<file path="src/lsu_pkg.sv">
package lsu_pkg;

  ////////////////////
  // Basic widths
  ////////////////////

  typedef logic [31:0] addr_t;   // Byte address
  typedef logic [31:0] data_t;   // One data word
  typedef logic [3:0]  be_t;     // One enable per byte lane
  typedef logic [1:0]  offset_t; // Byte offset within a word

  localparam int unsigned BYTES_PER_WORD = 4; // Byte lanes on the data bus

  // Access size of a load or store
  typedef enum logic [1:0] {
    LSU_BYTE = 2'b00,
    LSU_HALF = 2'b01,
    LSU_WORD = 2'b10
  } lsu_size_e;

  ////////////////////
  // Byte enables
  ////////////////////

  // Base patterns at offset 0, shifted by the address offset
  localparam be_t BE_BYTE = 4'b0001;
  localparam be_t BE_HALF = 4'b0011;
  localparam be_t BE_WORD = 4'b1111;

  // Per-transfer control needed when rvalid comes back
  typedef struct packed {
    logic      we;       // Store
    lsu_size_e size;     // Access size
    logic      sign_ext; // Sign extend load result
    offset_t   offset;   // Offset of the original address
    logic      last;     // Final transfer of the access
  } lsu_ctrl_t;

endpackage

</file>
<file path="src/lsu_rsp_if.sv">
`timescale 1ns/1ps

// Bus responses paired with the control of the oldest transfer
interface lsu_rsp_if import lsu_pkg::*; ();

  logic      valid; // Copy of data_rvalid_i
  data_t     rdata; // Raw bus read data
  logic      err;   // Bus error of this transfer
  lsu_ctrl_t ctrl;  // Control of the oldest outstanding transfer

  modport src (
    output valid,
    output rdata,
    output err,
    output ctrl
  );

  modport dst (
    input valid,
    input rdata,
    input err,
    input ctrl
  );

endinterface

</file>
<file path="src/lsu_txn_if.sv">
`timescale 1ns/1ps

// Granted transfers from the request stage into the tracker
interface lsu_txn_if import lsu_pkg::*; ();

  logic      push; // Transfer granted this cycle
  lsu_ctrl_t ctrl; // Control of the granted transfer
  logic      room; // Tracker can take one more transfer

  modport src (
    output push,
    output ctrl,
    input  room
  );

  modport dst (
    input  push,
    input  ctrl,
    output room
  );

endinterface

</file>
<file path="src/lsu_rdata_align.sv">
`timescale 1ns/1ps

module lsu_rdata_align import lsu_pkg::*; (
  input  logic   clk,
  input  logic   rst_n,
  output logic   resp_valid_o,
  output data_t  resp_rdata_o,
  output logic   resp_err_o,
  lsu_rsp_if.dst rsp
);

  localparam int unsigned BYTE_W = $bits(data_t) / BYTES_PER_WORD;

  data_t                      hold_q;   // First half of a split load
  logic                       err_q;    // Sticky error of the first phase
  logic                       split;
  data_t                      src_lo;
  logic [2*$bits(data_t)-1:0] pair_sh;
  data_t                      aligned;
  data_t                      ext;

  ////////////////////
  // First phase
  ////////////////////

  always_ff @(posedge clk)
  begin
    if (rsp.valid && !rsp.ctrl.last && !rsp.ctrl.we)
      hold_q <= rsp.rdata; // Raw word, merged later
  end

  always_ff @(posedge clk, negedge rst_n)
  begin
    if (!rst_n)
      err_q <= 1'b0;
    else if (rsp.valid)
      err_q <= !rsp.ctrl.last && rsp.err; // Cleared by the last phase
  end

  // Same split rule as the request side
  assign split = (rsp.ctrl.offset != 2'd0) &&
                 ((rsp.ctrl.size == LSU_WORD) ||
                  ((rsp.ctrl.size == LSU_HALF) && (rsp.ctrl.offset == 2'd3)));

  ////////////////////
  // Merge and extend
  ////////////////////

  // Split: held upper lanes below new lower lanes. Else a plain rotate
  assign src_lo  = split ? hold_q : rsp.rdata;
  assign pair_sh = {rsp.rdata, src_lo} >> (BYTE_W * rsp.ctrl.offset);
  assign aligned = pair_sh[$bits(data_t)-1:0];

  always_comb
  begin
    case (rsp.ctrl.size)
      LSU_BYTE: ext = {{24{rsp.ctrl.sign_ext & aligned[7]}}, aligned[7:0]};
      LSU_HALF: ext = {{16{rsp.ctrl.sign_ext & aligned[15]}}, aligned[15:0]};
      default:  ext = aligned;
    endcase
  end

  assign resp_valid_o = rsp.valid && rsp.ctrl.last;
  assign resp_rdata_o = rsp.ctrl.we ? '0 : ext;           // Stores return zero
  assign resp_err_o   = resp_valid_o && (rsp.err || err_q); // Either phase

  // A first phase only comes from an access that the request side split
  a_first_phase_split : assert property (@(posedge clk) disable iff (!rst_n)
    rsp.valid && !rsp.ctrl.last |-> split);

endmodule

</file>
<file path="src/lsu_req_stage.sv">
`timescale 1ns/1ps

module lsu_req_stage import lsu_pkg::*; (
  input  logic      clk,
  input  logic      rst_n,
  // Request side
  input  logic      req_valid_i,
  output logic      req_ready_o,
  input  logic      req_we_i,
  input  lsu_size_e req_size_i,
  input  logic      req_sign_ext_i,
  input  addr_t     req_addr_i,
  input  data_t     req_wdata_i,
  // Bus request side
  output logic      data_req_o,
  input  logic      data_gnt_i,
  output addr_t     data_addr_o,
  output logic      data_we_o,
  output be_t       data_be_o,
  output data_t     data_wdata_o,
  // To the tracker
  lsu_txn_if.src    txn
);

  localparam int unsigned BYTE_W = $bits(data_t) / BYTES_PER_WORD;

  logic      busy_q;     // Holds an access
  logic      phase_q;    // 0 first phase, 1 second phase of a split
  addr_t     addr_q;
  logic      we_q;
  lsu_size_e size_q;
  logic      sign_ext_q;
  data_t     wdata_q;    // Unrotated store operand

  offset_t                       offset;
  logic                          misaligned;
  logic                          last_phase;
  logic                          accept;
  logic                          grant;
  be_t                           be_base;
  logic [2*BYTES_PER_WORD-1:0]   be_span;   // Lanes of both phases

  assign offset = addr_q[1:0];
  assign accept = req_valid_i && req_ready_o;
  assign grant  = data_req_o && data_gnt_i;

  // Word off any boundary, or halfword crossing into the next word
  assign misaligned = ((size_q == LSU_WORD) && (offset != 2'd0)) ||
                      ((size_q == LSU_HALF) && (offset == 2'd3));
  assign last_phase = !misaligned || phase_q;

  ////////////////////
  // Sequencing
  ////////////////////

  always_ff @(posedge clk, negedge rst_n)
  begin
    if (!rst_n)
    begin
      busy_q  <= 1'b0;
      phase_q <= 1'b0;
    end
    else if (accept)
    begin
      busy_q  <= 1'b1;
      phase_q <= 1'b0;
    end
    else if (grant)
    begin
      busy_q  <= !last_phase;  // Done after last grant
      phase_q <= !last_phase;
    end
  end

  // Access payload, only taken on acceptance
  always_ff @(posedge clk)
  begin
    if (accept)
    begin
      addr_q     <= req_addr_i;
      we_q       <= req_we_i;
      size_q     <= req_size_i;
      sign_ext_q <= req_sign_ext_i;
      wdata_q    <= req_wdata_i;
    end
  end

  assign req_ready_o = !busy_q;
  assign data_req_o  = busy_q && txn.room; // Never overfill the tracker

  ////////////////////
  // Bus fields
  ////////////////////

  // Second phase always starts at lane 0 of the next word
  assign data_addr_o = phase_q ? ({addr_q[31:2], 2'b00} + addr_t'(BYTES_PER_WORD)) : addr_q;
  assign data_we_o   = we_q;

  always_comb
  begin
    case (size_q)
      LSU_BYTE: be_base = BE_BYTE;
      LSU_HALF: be_base = BE_HALF;
      default:  be_base = BE_WORD;
    endcase
  end

  // Upper half of the span spills into the next word
  assign be_span   = {{BYTES_PER_WORD{1'b0}}, be_base} << offset;
  assign data_be_o = phase_q ? be_span[2*BYTES_PER_WORD-1:BYTES_PER_WORD]
                             : be_span[BYTES_PER_WORD-1:0];

  // Operand byte i goes to lane (i + offset) mod 4, same word on both phases
  always_comb
  begin
    offset_t lane;
    data_wdata_o = '0;
    for (int i = 0; i < BYTES_PER_WORD; i++)
    begin
      lane = offset_t'(i) + offset; // Wraps mod 4
      data_wdata_o[lane*BYTE_W +: BYTE_W] = wdata_q[i*BYTE_W +: BYTE_W];
    end
  end

  // Push control on every grant
  assign txn.push          = grant;
  assign txn.ctrl.we       = we_q;
  assign txn.ctrl.size     = size_q;
  assign txn.ctrl.sign_ext = sign_ext_q;
  assign txn.ctrl.offset   = offset;
  assign txn.ctrl.last     = last_phase;

  // OBI rule: request held stable until granted
  a_req_stable : assert property (@(posedge clk) disable iff (!rst_n)
    data_req_o && !data_gnt_i |=> data_req_o && $stable(data_addr_o) &&
      $stable(data_we_o) && $stable(data_be_o) && $stable(data_wdata_o));

endmodule

</file>
<file path="src/lsu_top.sv">
`timescale 1ns/1ps

module lsu_top import lsu_pkg::*; #(
  parameter int unsigned DEPTH = 2 // Max outstanding bus transfers
) (
  input  logic      clk,
  input  logic      rst_n,
  // Request side
  input  logic      req_valid_i,
  output logic      req_ready_o,
  input  logic      req_we_i,
  input  lsu_size_e req_size_i,
  input  logic      req_sign_ext_i,
  input  addr_t     req_addr_i,
  input  data_t     req_wdata_i,
  // OBI data bus
  output logic      data_req_o,
  input  logic      data_gnt_i,
  output addr_t     data_addr_o,
  output logic      data_we_o,
  output be_t       data_be_o,
  output data_t     data_wdata_o,
  input  logic      data_rvalid_i,
  input  data_t     data_rdata_i,
  input  logic      data_err_i,
  // Response side
  output logic      resp_valid_o,
  output data_t     resp_rdata_o,
  output logic      resp_err_o,
  output logic      busy_o
);

  lsu_txn_if txn ();
  lsu_rsp_if rsp ();

  lsu_req_stage u_req_stage (
    .clk            (clk),
    .rst_n          (rst_n),
    .req_valid_i    (req_valid_i),
    .req_ready_o    (req_ready_o),
    .req_we_i       (req_we_i),
    .req_size_i     (req_size_i),
    .req_sign_ext_i (req_sign_ext_i),
    .req_addr_i     (req_addr_i),
    .req_wdata_i    (req_wdata_i),
    .data_req_o     (data_req_o),
    .data_gnt_i     (data_gnt_i),
    .data_addr_o    (data_addr_o),
    .data_we_o      (data_we_o),
    .data_be_o      (data_be_o),
    .data_wdata_o   (data_wdata_o),
    .txn            (txn)
  );

  lsu_txn_tracker #(
    .DEPTH (DEPTH)
  ) u_txn_tracker (
    .clk           (clk),
    .rst_n         (rst_n),
    .data_rvalid_i (data_rvalid_i),
    .data_rdata_i  (data_rdata_i),
    .data_err_i    (data_err_i),
    .busy_o        (busy_o),
    .txn           (txn),
    .rsp           (rsp)
  );

  lsu_rdata_align u_rdata_align (
    .clk          (clk),
    .rst_n        (rst_n),
    .resp_valid_o (resp_valid_o),
    .resp_rdata_o (resp_rdata_o),
    .resp_err_o   (resp_err_o),
    .rsp          (rsp)
  );

endmodule

</file>
<file path="src/lsu_txn_tracker.sv">
`timescale 1ns/1ps

module lsu_txn_tracker import lsu_pkg::*; #(
  parameter int unsigned DEPTH = 2
) (
  input  logic   clk,
  input  logic   rst_n,
  // Bus responses
  input  logic   data_rvalid_i,
  input  data_t  data_rdata_i,
  input  logic   data_err_i,
  output logic   busy_o,
  lsu_txn_if.dst txn,
  lsu_rsp_if.src rsp
);

  localparam int unsigned CNT_W = $clog2(DEPTH + 1);
  localparam int unsigned PTR_W = (DEPTH > 1) ? $clog2(DEPTH) : 1;

  logic [CNT_W-1:0] cnt_q;          // Outstanding transfers
  logic [CNT_W-1:0] cnt_after_rsp;  // Count once this cycle's rvalid retires
  logic [PTR_W-1:0] wr_ptr_q;
  logic [PTR_W-1:0] rd_ptr_q;
  lsu_ctrl_t        ctrl_q [DEPTH]; // In-order control queue

  function automatic logic [PTR_W-1:0] ptr_inc(input logic [PTR_W-1:0] ptr);
    ptr_inc = (ptr == PTR_W'(DEPTH - 1)) ? '0 : ptr + 1'b1;
  endfunction

  ////////////////////
  // Counter
  ////////////////////

  assign cnt_after_rsp = cnt_q - CNT_W'(data_rvalid_i);
  assign txn.room      = cnt_after_rsp < CNT_W'(DEPTH);

  // Up on push, down on rvalid, both may happen together
  always_ff @(posedge clk, negedge rst_n)
  begin
    if (!rst_n)
    begin
      cnt_q    <= '0;
      wr_ptr_q <= '0;
      rd_ptr_q <= '0;
    end
    else
    begin
      cnt_q <= cnt_after_rsp + CNT_W'(txn.push);
      if (txn.push)
        wr_ptr_q <= ptr_inc(wr_ptr_q);
      if (data_rvalid_i)
        rd_ptr_q <= ptr_inc(rd_ptr_q);
    end
  end

  // When full, the write lands on the head being read this cycle
  always_ff @(posedge clk)
  begin
    if (txn.push)
      ctrl_q[wr_ptr_q] <= txn.ctrl;
  end

  // Pair response with oldest entry
  assign rsp.valid = data_rvalid_i;
  assign rsp.rdata = data_rdata_i;
  assign rsp.err   = data_err_i;
  assign rsp.ctrl  = ctrl_q[rd_ptr_q];

  assign busy_o = cnt_q != '0;

  // Every rvalid must belong to a granted transfer
  a_no_orphan_rvalid : assert property (@(posedge clk) disable iff (!rst_n)
    data_rvalid_i |-> cnt_q != '0);

  // Room gating in the request stage keeps the count bounded
  a_cnt_bound : assert property (@(posedge clk) disable iff (!rst_n)
    cnt_q <= CNT_W'(DEPTH));

endmodule

</file>
<file path="config.mk">
export PLATFORM = sky130hd
export DESIGN_NAME = lsu_top
export DESIGN_NICKNAME = d
export VERILOG_FILES = /design/src/lsu_pkg.sv /design/src/lsu_rsp_if.sv /design/src/lsu_txn_if.sv /design/src/lsu_rdata_align.sv /design/src/lsu_req_stage.sv /design/src/lsu_top.sv /design/src/lsu_txn_tracker.sv
export SDC_FILE = /design/constraint.sdc
export NUM_CORES = 1
export LEC_CHECK = 0
export ABC_AREA = 1
export BUFFER_PORTS_ARGS = -buffer_cell sky130_fd_sc_hd__buf_4
export CAP_MARGIN = 5
export CORE_MARGIN = 2
export CORE_UTILIZATION = 50
export CTS_BUF_LIST = sky130_fd_sc_hd__clkbuf_16
export CTS_CLUSTER_DIAMETER = 100
export DETAILED_ROUTE_END_ITERATION = 10
export HOLD_SLACK_MARGIN = 0.1
export PLACE_DENSITY = 0.77
export SLEW_MARGIN = 20
export SYNTH_ARGS = -nofsm -noshare
export SYNTH_HDL_FRONTEND = slang
export SYNTH_SLANG_ARGS = --single-unit
export TNS_END_PERCENT = 50
</file>
<file path="constraint.sdc">
create_clock -name clk -period 4.21 [get_ports clk]
set_input_delay 0.421 -clock clk [delete_from_list [all_inputs] [get_ports clk]]
set_output_delay 0.421 -clock clk [all_outputs]
set_load 0.05 [all_outputs]
</file>
# Word-level counts from Yosys, hierarchy flattened
# Memories as Yosys holds them, arrays and structs flattened.
# Cells that the tools add are included.
# W data, S select, Z words.
# word_totals
mem_bits_rw,14
out_inout_bits,106
regBits,107
mem_count,1
wordCells,88
in_bits,106
# mem_list
memory,depth,word_bits,read_ports,rd_ports_with_merged_regs,wr,line_no,text
u_txn_tracker.ctrl_q,2,7,1,0,1,lsu_txn_tracker.sv:24,lsu_ctrl_t ctrl_q [DEPTH];
# op_classes
n_addsub,12
shift,10
n_reduce_logical,27
eq_ne,6
order_cmp,1
n_mux,16
n_bitwise,3
# op_table
op,count
$neg A5 Y34,4
$shift A8 B34 Y32 const A,4
$shiftx A8 B34 Y32,4
$bwmux W32,3
$mux W32,3
$pmux W32 S2,1
$shr A64 B5 Y32,1
$add A32 B3 Y32 const B,1
$and A32 B32 Y32,1
$logic_and A1 B1 Y1,12
$eq A2 B2 Y1 const B,4
$pmux W4 S2,1
$reduce_bool A2 Y1,4
$shl A4 B2 Y8,1
$mux W1,7
$logic_not A1 Y1,5
$add A2 B2 Y2 const A,2
$eq A2 B1 Y1 const B,2
$logic_not A2 Y1,2
$logic_or A1 B1 Y1,4
$mux W4,1
$add A1 B1 Y1 const B,2
$add A1 B2 Y2 const A,1
$add A2 B1 Y2,1
3 further kinds,4

# Longest topological paths before layout
# An unclocked memory read counts as a cell.
# depth
depth_word,10
ltp_mapped,16
mapped_depth_nobuf,15

# By module
# Synthesis repeated with hierarchy kept, for this count alone.
# unflattened
cells_unflattened,1245
hier_area_um2,8919.8
# modules_own_cells
mod,seq_area_each_um2,cells_per_inst,n_inst,area_each_um2
lsu_req_stage,2092.0,693,1,4901.0
lsu_rdata_align,985.9,456,1,3031.7
lsu_txn_tracker,520.5,96,1,987.2

# Worst setup path after synthesis
# Ideal clock, no wire load.
# synth_timing
path_type,reg-to-output
start,register u_req_stage.addr_q[0]
end,output port data_wdata_o[10]
stages_incl_launch_ff,8
arrival_ps,2960
setup_slack_ps,829
n_path_buf,1
required_ps,3789
path_cell_list,edfxtp_1 > clkinv_1 > ha_1 > nand2_1 > nor2_2 > inv_1 > clkbuf_1 > o21ai_0
# synth_between
elab_chain_cells,6
elab_cells_between_ends,19
classes_between,add/sub: 7; shift: 8; mux: 3; bitwise: 1
# synth_rtl
item,line_no,text
start: declaration,lsu_req_stage.sv:29,addr_t addr_q;
start signal: assignment,lsu_req_stage.sv:80,addr_q <= req_addr_i;
$add A1 B2 Y2 / $neg A5 Y34 (equally long branches),"lsu_req_stage.sv:120, lsu_req_stage.sv:121",
"$neg A5 Y34, or another cell as far along",lsu_req_stage.sv:121,data_wdata_o[lane*BYTE_W +: BYTE_W] = wdata_q[i*BYTE_W +: BYTE_W];
"$shiftx A8 B34 Y32, or another cell as far along",lsu_req_stage.sv:121,
$bwmux W32 (2 in series),lsu_req_stage.sv:121,
$bwmux W32 (*),lsu_req_stage.sv:121,
end: declaration,lsu_top.sv:22,"output data_t data_wdata_o,"
# Every way passes the cells marked *; elsewhere a longest branch is shown, timed or not.

# Final worst setup path
# layout_timing
start,register u_txn_tracker.rd_ptr_q
end,output port resp_rdata_o[28]
# layout_between
elab_chain_cells,10
elab_cells_between_ends,15
classes_between,eq/ne: 3; shift: 1; mux: 3; bitwise: 2; reduce/logical: 5; memory: 1
# layout_rtl
item,line_no,text
start: declaration,lsu_txn_tracker.sv:23,logic [PTR_W-1:0] rd_ptr_q;
start signal: assignment,lsu_txn_tracker.sv:52,rd_ptr_q <= ptr_inc(rd_ptr_q);
$mem_v2 Z2 W7 (*),n/a,
$eq A2 B1 Y1 / $eq A2 B2 Y1 (equally long branches),"lsu_rdata_align.sv:43, lsu_rdata_align.sv:56",
$logic_and A1 B1 Y1,lsu_rdata_align.sv:43,((rsp.ctrl.size == LSU_HALF) && (rsp.ctrl.offset == 2'd3)));
$logic_or A1 B1 Y1,lsu_rdata_align.sv:42,((rsp.ctrl.size == LSU_WORD) ||
$logic_and A1 B1 Y1,lsu_rdata_align.sv:41,assign split = (rsp.ctrl.offset != 2'd0) &&
$mux W32,lsu_rdata_align.sv:50,assign src_lo = split ? hold_q : rsp.rdata;
$shr A64 B5 Y32,lsu_rdata_align.sv:51,"assign pair_sh = {rsp.rdata, src_lo} >> (BYTE_W * rsp.ctrl.offset);"
"$and A1 B1 Y1, on equally long branches","lsu_rdata_align.sv:58, lsu_rdata_align.sv:57",
$pmux W32 S2,lsu_rdata_align.sv:56,case (rsp.ctrl.size)
$mux W32 (*),lsu_rdata_align.sv:64,assign resp_rdata_o = rsp.ctrl.we ? '0 : ext;
end: declaration,lsu_top.sv:28,"output data_t resp_rdata_o,"
# Marks and branches as above.

==> impl_metrics.ini <==
[outcome]
status = completed

[placement]
io_buffers = 211
hpwlAfterDp_um = 15100
routabilityCongestion = 0.915

[timing]
hold_violations = 0
setup_violations = 0
fin_worst_skew_ns = 0.00656
fmax_mhz = 257
rsz0062_at_grt = false
maxSlewHeadroom = 0.362
fin_crit_sh = 0.926
worst_slew_pin_slew_ns = 0.956
fin_crit_ns = 3.90
drv_slew = 0
tns_ns = 0

[power]
p_sw_frac = 0.508
pwr-share-comb = 0.575
pwr-share-clk = 0.193
powerDensity_nw_per_um2 = 736
p_sw_mw = 3.61
peakVddDrop_v = 0.000422
power_mw = 7.10
seqPwrFrac = 0.232
internal-power_mw = 3.49
p_leak_nw = 4.40

[global_route]
grt_pass1_vias = 6750
grt_first_pass_wirelength_um = 33200
track_usage = 0.262
gr-total-overflow = 0
antenna_found_initial = 0
grt_max_degree = 48

[cts]
cts.htree.levels = 4
cts-root-buf = clkbuf_16
clock-sinks = 114
clk_latency_ns = 0.41
clkTransAtPathRegs_ns = 0.06
cts_made_buffers = 17
cts_tree = done
cts_max_path_buffers = 2

[routing]
ant_nets = 0
drt_pass1_iterations = 6
drt_iter0_markers = 828
vias = 7249
viasPerCell = 5.48
drt-total-wl_um = 20900
wire_per_inst_um = 15.8
drc_errors = 0

[critical_path]
r2r_cells = 7
reg2reg_from = u_txn_tracker.rd_ptr_q
crit_path_start_kind = flop
reg2reg_slack_ns = 1.64
critPathArrivalTime_ns = 3.48
crit_fanout = 42
required_ns = 3.79
worstReg2RegEnd = u_rdata_align.hold_q[22]
worst_setup_path_end_kind = output port
critical_path_class = flop to output port

[synthesis]
syn_area_per_cell_um2 = 8.00
synth_warnings = 0
ys.flop_type = edfxtp_1
ys_seq_elements = 114
netlist-cell-type-count = 36
synth_top_area_frac = 0.438
synth-seq-area-share = 0.462
synth_edf_count = 107
synthesis.area_um2 = 7340
synth.area.top_cells = edfxtp_1 44%, nand2_1 13%, inv_1 5.5%
synth_top_area_cell = edfxtp_1
syn-instance-count = 918
synth_fp_nets = 1035
synthArstFlopShare = 0.0614

[cells_and_area]
syn_to_final_growth_pct = 31.5
fill_cells = 1194
fin_nets = 1243
antenna_cells = 0
drive_gt1_frac = 0.244

[hold_path]
min_path_type = input pin to flop
hold_path_end = u_req_stage.wdata_q[15]
hold_depth = 1
hp-start = req_wdata_i[15]

[die]
initial_core_util = 0.509
rows = 44
die_w_um = 125
dieArea_um2 = 15700
die_h_um = 125
core_area_um2 = 14400
ioPinCount = 212

[job]
drv_cap = 0
-- flip-flops by register name, indices dropped and copies added (netlist names) --
signal                  count
u_rdata_align.err_q         1
u_rdata_align.hold_q       25
u_req_stage.addr_q         32
u_req_stage.busy_q          1
u_req_stage.data_we_o       1
u_req_stage.phase_q         1
u_req_stage.sign_ext_q      1
u_req_stage.size_q          2
u_req_stage.wdata_q        32
u_txn_tracker.cnt_q         2
u_txn_tracker.ctrl_q       14
u_txn_tracker.rd_ptr_q      1
u_txn_tracker.wr_ptr_q      1
-- logic make-up (layout without fill, tap and decap cells) --
group | Yosys count | after routing | share of synthesized area
xor gates and xnor gates | 33 | 33 | 0.0394
adders and majority gates | 11 | 11 | 0.0188
muxes | 2 | 2 | 0.00273
DFF | 114 | 114 | 0.462
AOI/OAI and AO/OA | 182 | 182 | 0.137
and+or+nand+nor | 427 | 427 | 0.259
buffers and inverters | 149 | 370 | 0.0815
-- worst max-delay path by stage --
stage / startpoint / end / cells after the start
final: u_txn_tracker.rd_ptr_q / resp_rdata_o[28] / 14
after global placement: u_txn_tracker.rd_ptr_q / resp_rdata_o[28] / 14
after detailed placement: u_txn_tracker.rd_ptr_q / resp_rdata_o[28] / 14
after CTS: u_txn_tracker.rd_ptr_q / resp_rdata_o[28] / 14
after floorplan: u_req_stage.addr_q[0] / data_wdata_o[10] / 7
after global routing: u_txn_tracker.rd_ptr_q / resp_rdata_o[28] / 15
-- cell type report --
cell class	count	area [µm²]	area share
Tap cell	184	230	0.0239
Inverter	116	439	0.0455
Timing Repair Buffer	222	1670	0.173
Clock buffer	17	425	0.0441
Multi-Input combinational cell	655	3360	0.348
Clock inverter	15	141	0.0147
Sequential cell	114	3390	0.351
-- cell usage after synthesis (10+ instances only) --
cell type	instances
o21ai_0	67
edfxtp_1	107
nand2_1	262
inv_1	107
xnor2_1	11
nor3_1	21
ha_1	11
nor2_1	33
a21oi_1	45
a211oi_1	10
o21ai_1	15
nand3_1	79
xor2_1	22
o22ai_1	34
clkbuf_1	21
-- what timing repair did --
action,in CTS,in global routing
resized for setup,0,2
hold buffers,1,0
endpoints found under the hold margin,7,0
buffers inserted,0,2
setup endpoints to repair,0,17
-- cell usage in the layout (no fill, tap or decap) --
| cell type | synthesis | routed |
|---|---|---|
| nand2_1 | 262 | 262 |
| a211oi_1 | 10 | 10 |
| edfxtp_1 | 107 | 107 |
| inv_6 | 0 | 2 |
| dlygate4sd3_1 | 0 | 1 |
| inv_1 | 107 | 106 |
| dfrtp_2 | 0 | 1 |
| nor2_8 | 1 | 1 |
| clkinvlp_4 | 0 | 6 |
| clkinv_1 | 6 | 8 |
| or2_2 | 3 | 3 |
| buf_4 | 0 | 221 |
| clkbuf_16 | 0 | 17 |
| inv_2 | 3 | 4 |
| dfrtp_1 | 7 | 6 |
| nand2_4 | 7 | 7 |
| nand3_4 | 2 | 2 |
| nand4_1 | 7 | 7 |
| o22ai_1 | 34 | 34 |
| nand3_2 | 2 | 2 |
| xor2_1 | 22 | 22 |
| nand3_1 | 79 | 79 |
| nand2_2 | 2 | 2 |
| bufinv_16 | 0 | 2 |
| o21a_1 | 1 | 1 |
| o21ai_1 | 15 | 15 |
| a21oi_1 | 45 | 45 |
| a21boi_0 | 8 | 8 |
| nand2_8 | 1 | 1 |
| o211ai_1 | 1 | 1 |
| ha_1 | 11 | 11 |
| nor3_1 | 21 | 21 |
| mux2i_1 | 2 | 2 |
| xnor2_1 | 11 | 11 |
| nor2_1 | 33 | 32 |
| nor4_1 | 4 | 4 |
| o21ai_0 | 67 | 67 |
| clkinv_2 | 0 | 3 |
| nor2_2 | 3 | 4 |
| o31ai_1 | 1 | 1 |
-- routing by layer --
| layer | up-vias | wire length, µm | global-route usage |
|---|---|---|---|
| li1 | 3526 | - | - |
| met2 | 390 | 9740 | 0.415 |
| met3 | 43 | 1920 | 0.0774 |
| met1 | 3290 | 8740 | 0.341 |
| met4 | 0 | 488 | 0.103 |
| met5 | - | 0 | 0 |
-- worst max-delay path, stage by stage, from the launching register on --
cell and delay [ns]:
dfrtp_2 0.53, inv_2 0.12, nand2_1 0.12, nand2_4 0.25, nor2_8 0.35, nand2_4 0.11, nand2_4 0.34, nand2_1 0.13
nand3_1 0.13, nand3_2 0.11, nand3_4 0.22, nand3_4 0.24, nand2_1 0.16, inv_1 0.05, buf_4 0.18
-- metrics by stage --
step	instances	hold slack, ns	util	cell area, µm²	setup WS (ns)
after floorplan	918	0.125	-	7340	0.829
after global placement	1288	0.239	0.628	9050	0.711
after detailed placement	1288	0.238	0.628	9050	0.612
final	1323	0.182	0.669	9650	0.313
after CTS	1321	0.166	0.668	9630	0.142
after global routing	1323	0.168	0.669	9650	0.0979
-- power by group through the flow --
stage | logic, mW | registers (mW) | clock network (mW)
2_1_floorplan | 3.05 | 1.60 | 0
3_3_place_gp | 4.00 | 1.66 | 0
3_5_place_dp | 4.04 | 1.66 | 0
4_1_cts | 4.05 | 1.64 | 1.40
5_1_grt | 4.39 | 1.67 | 1.45
6_report | 4.08 | 1.64 | 1.37
Note: power is estimated with default switching activity, not from simulation.
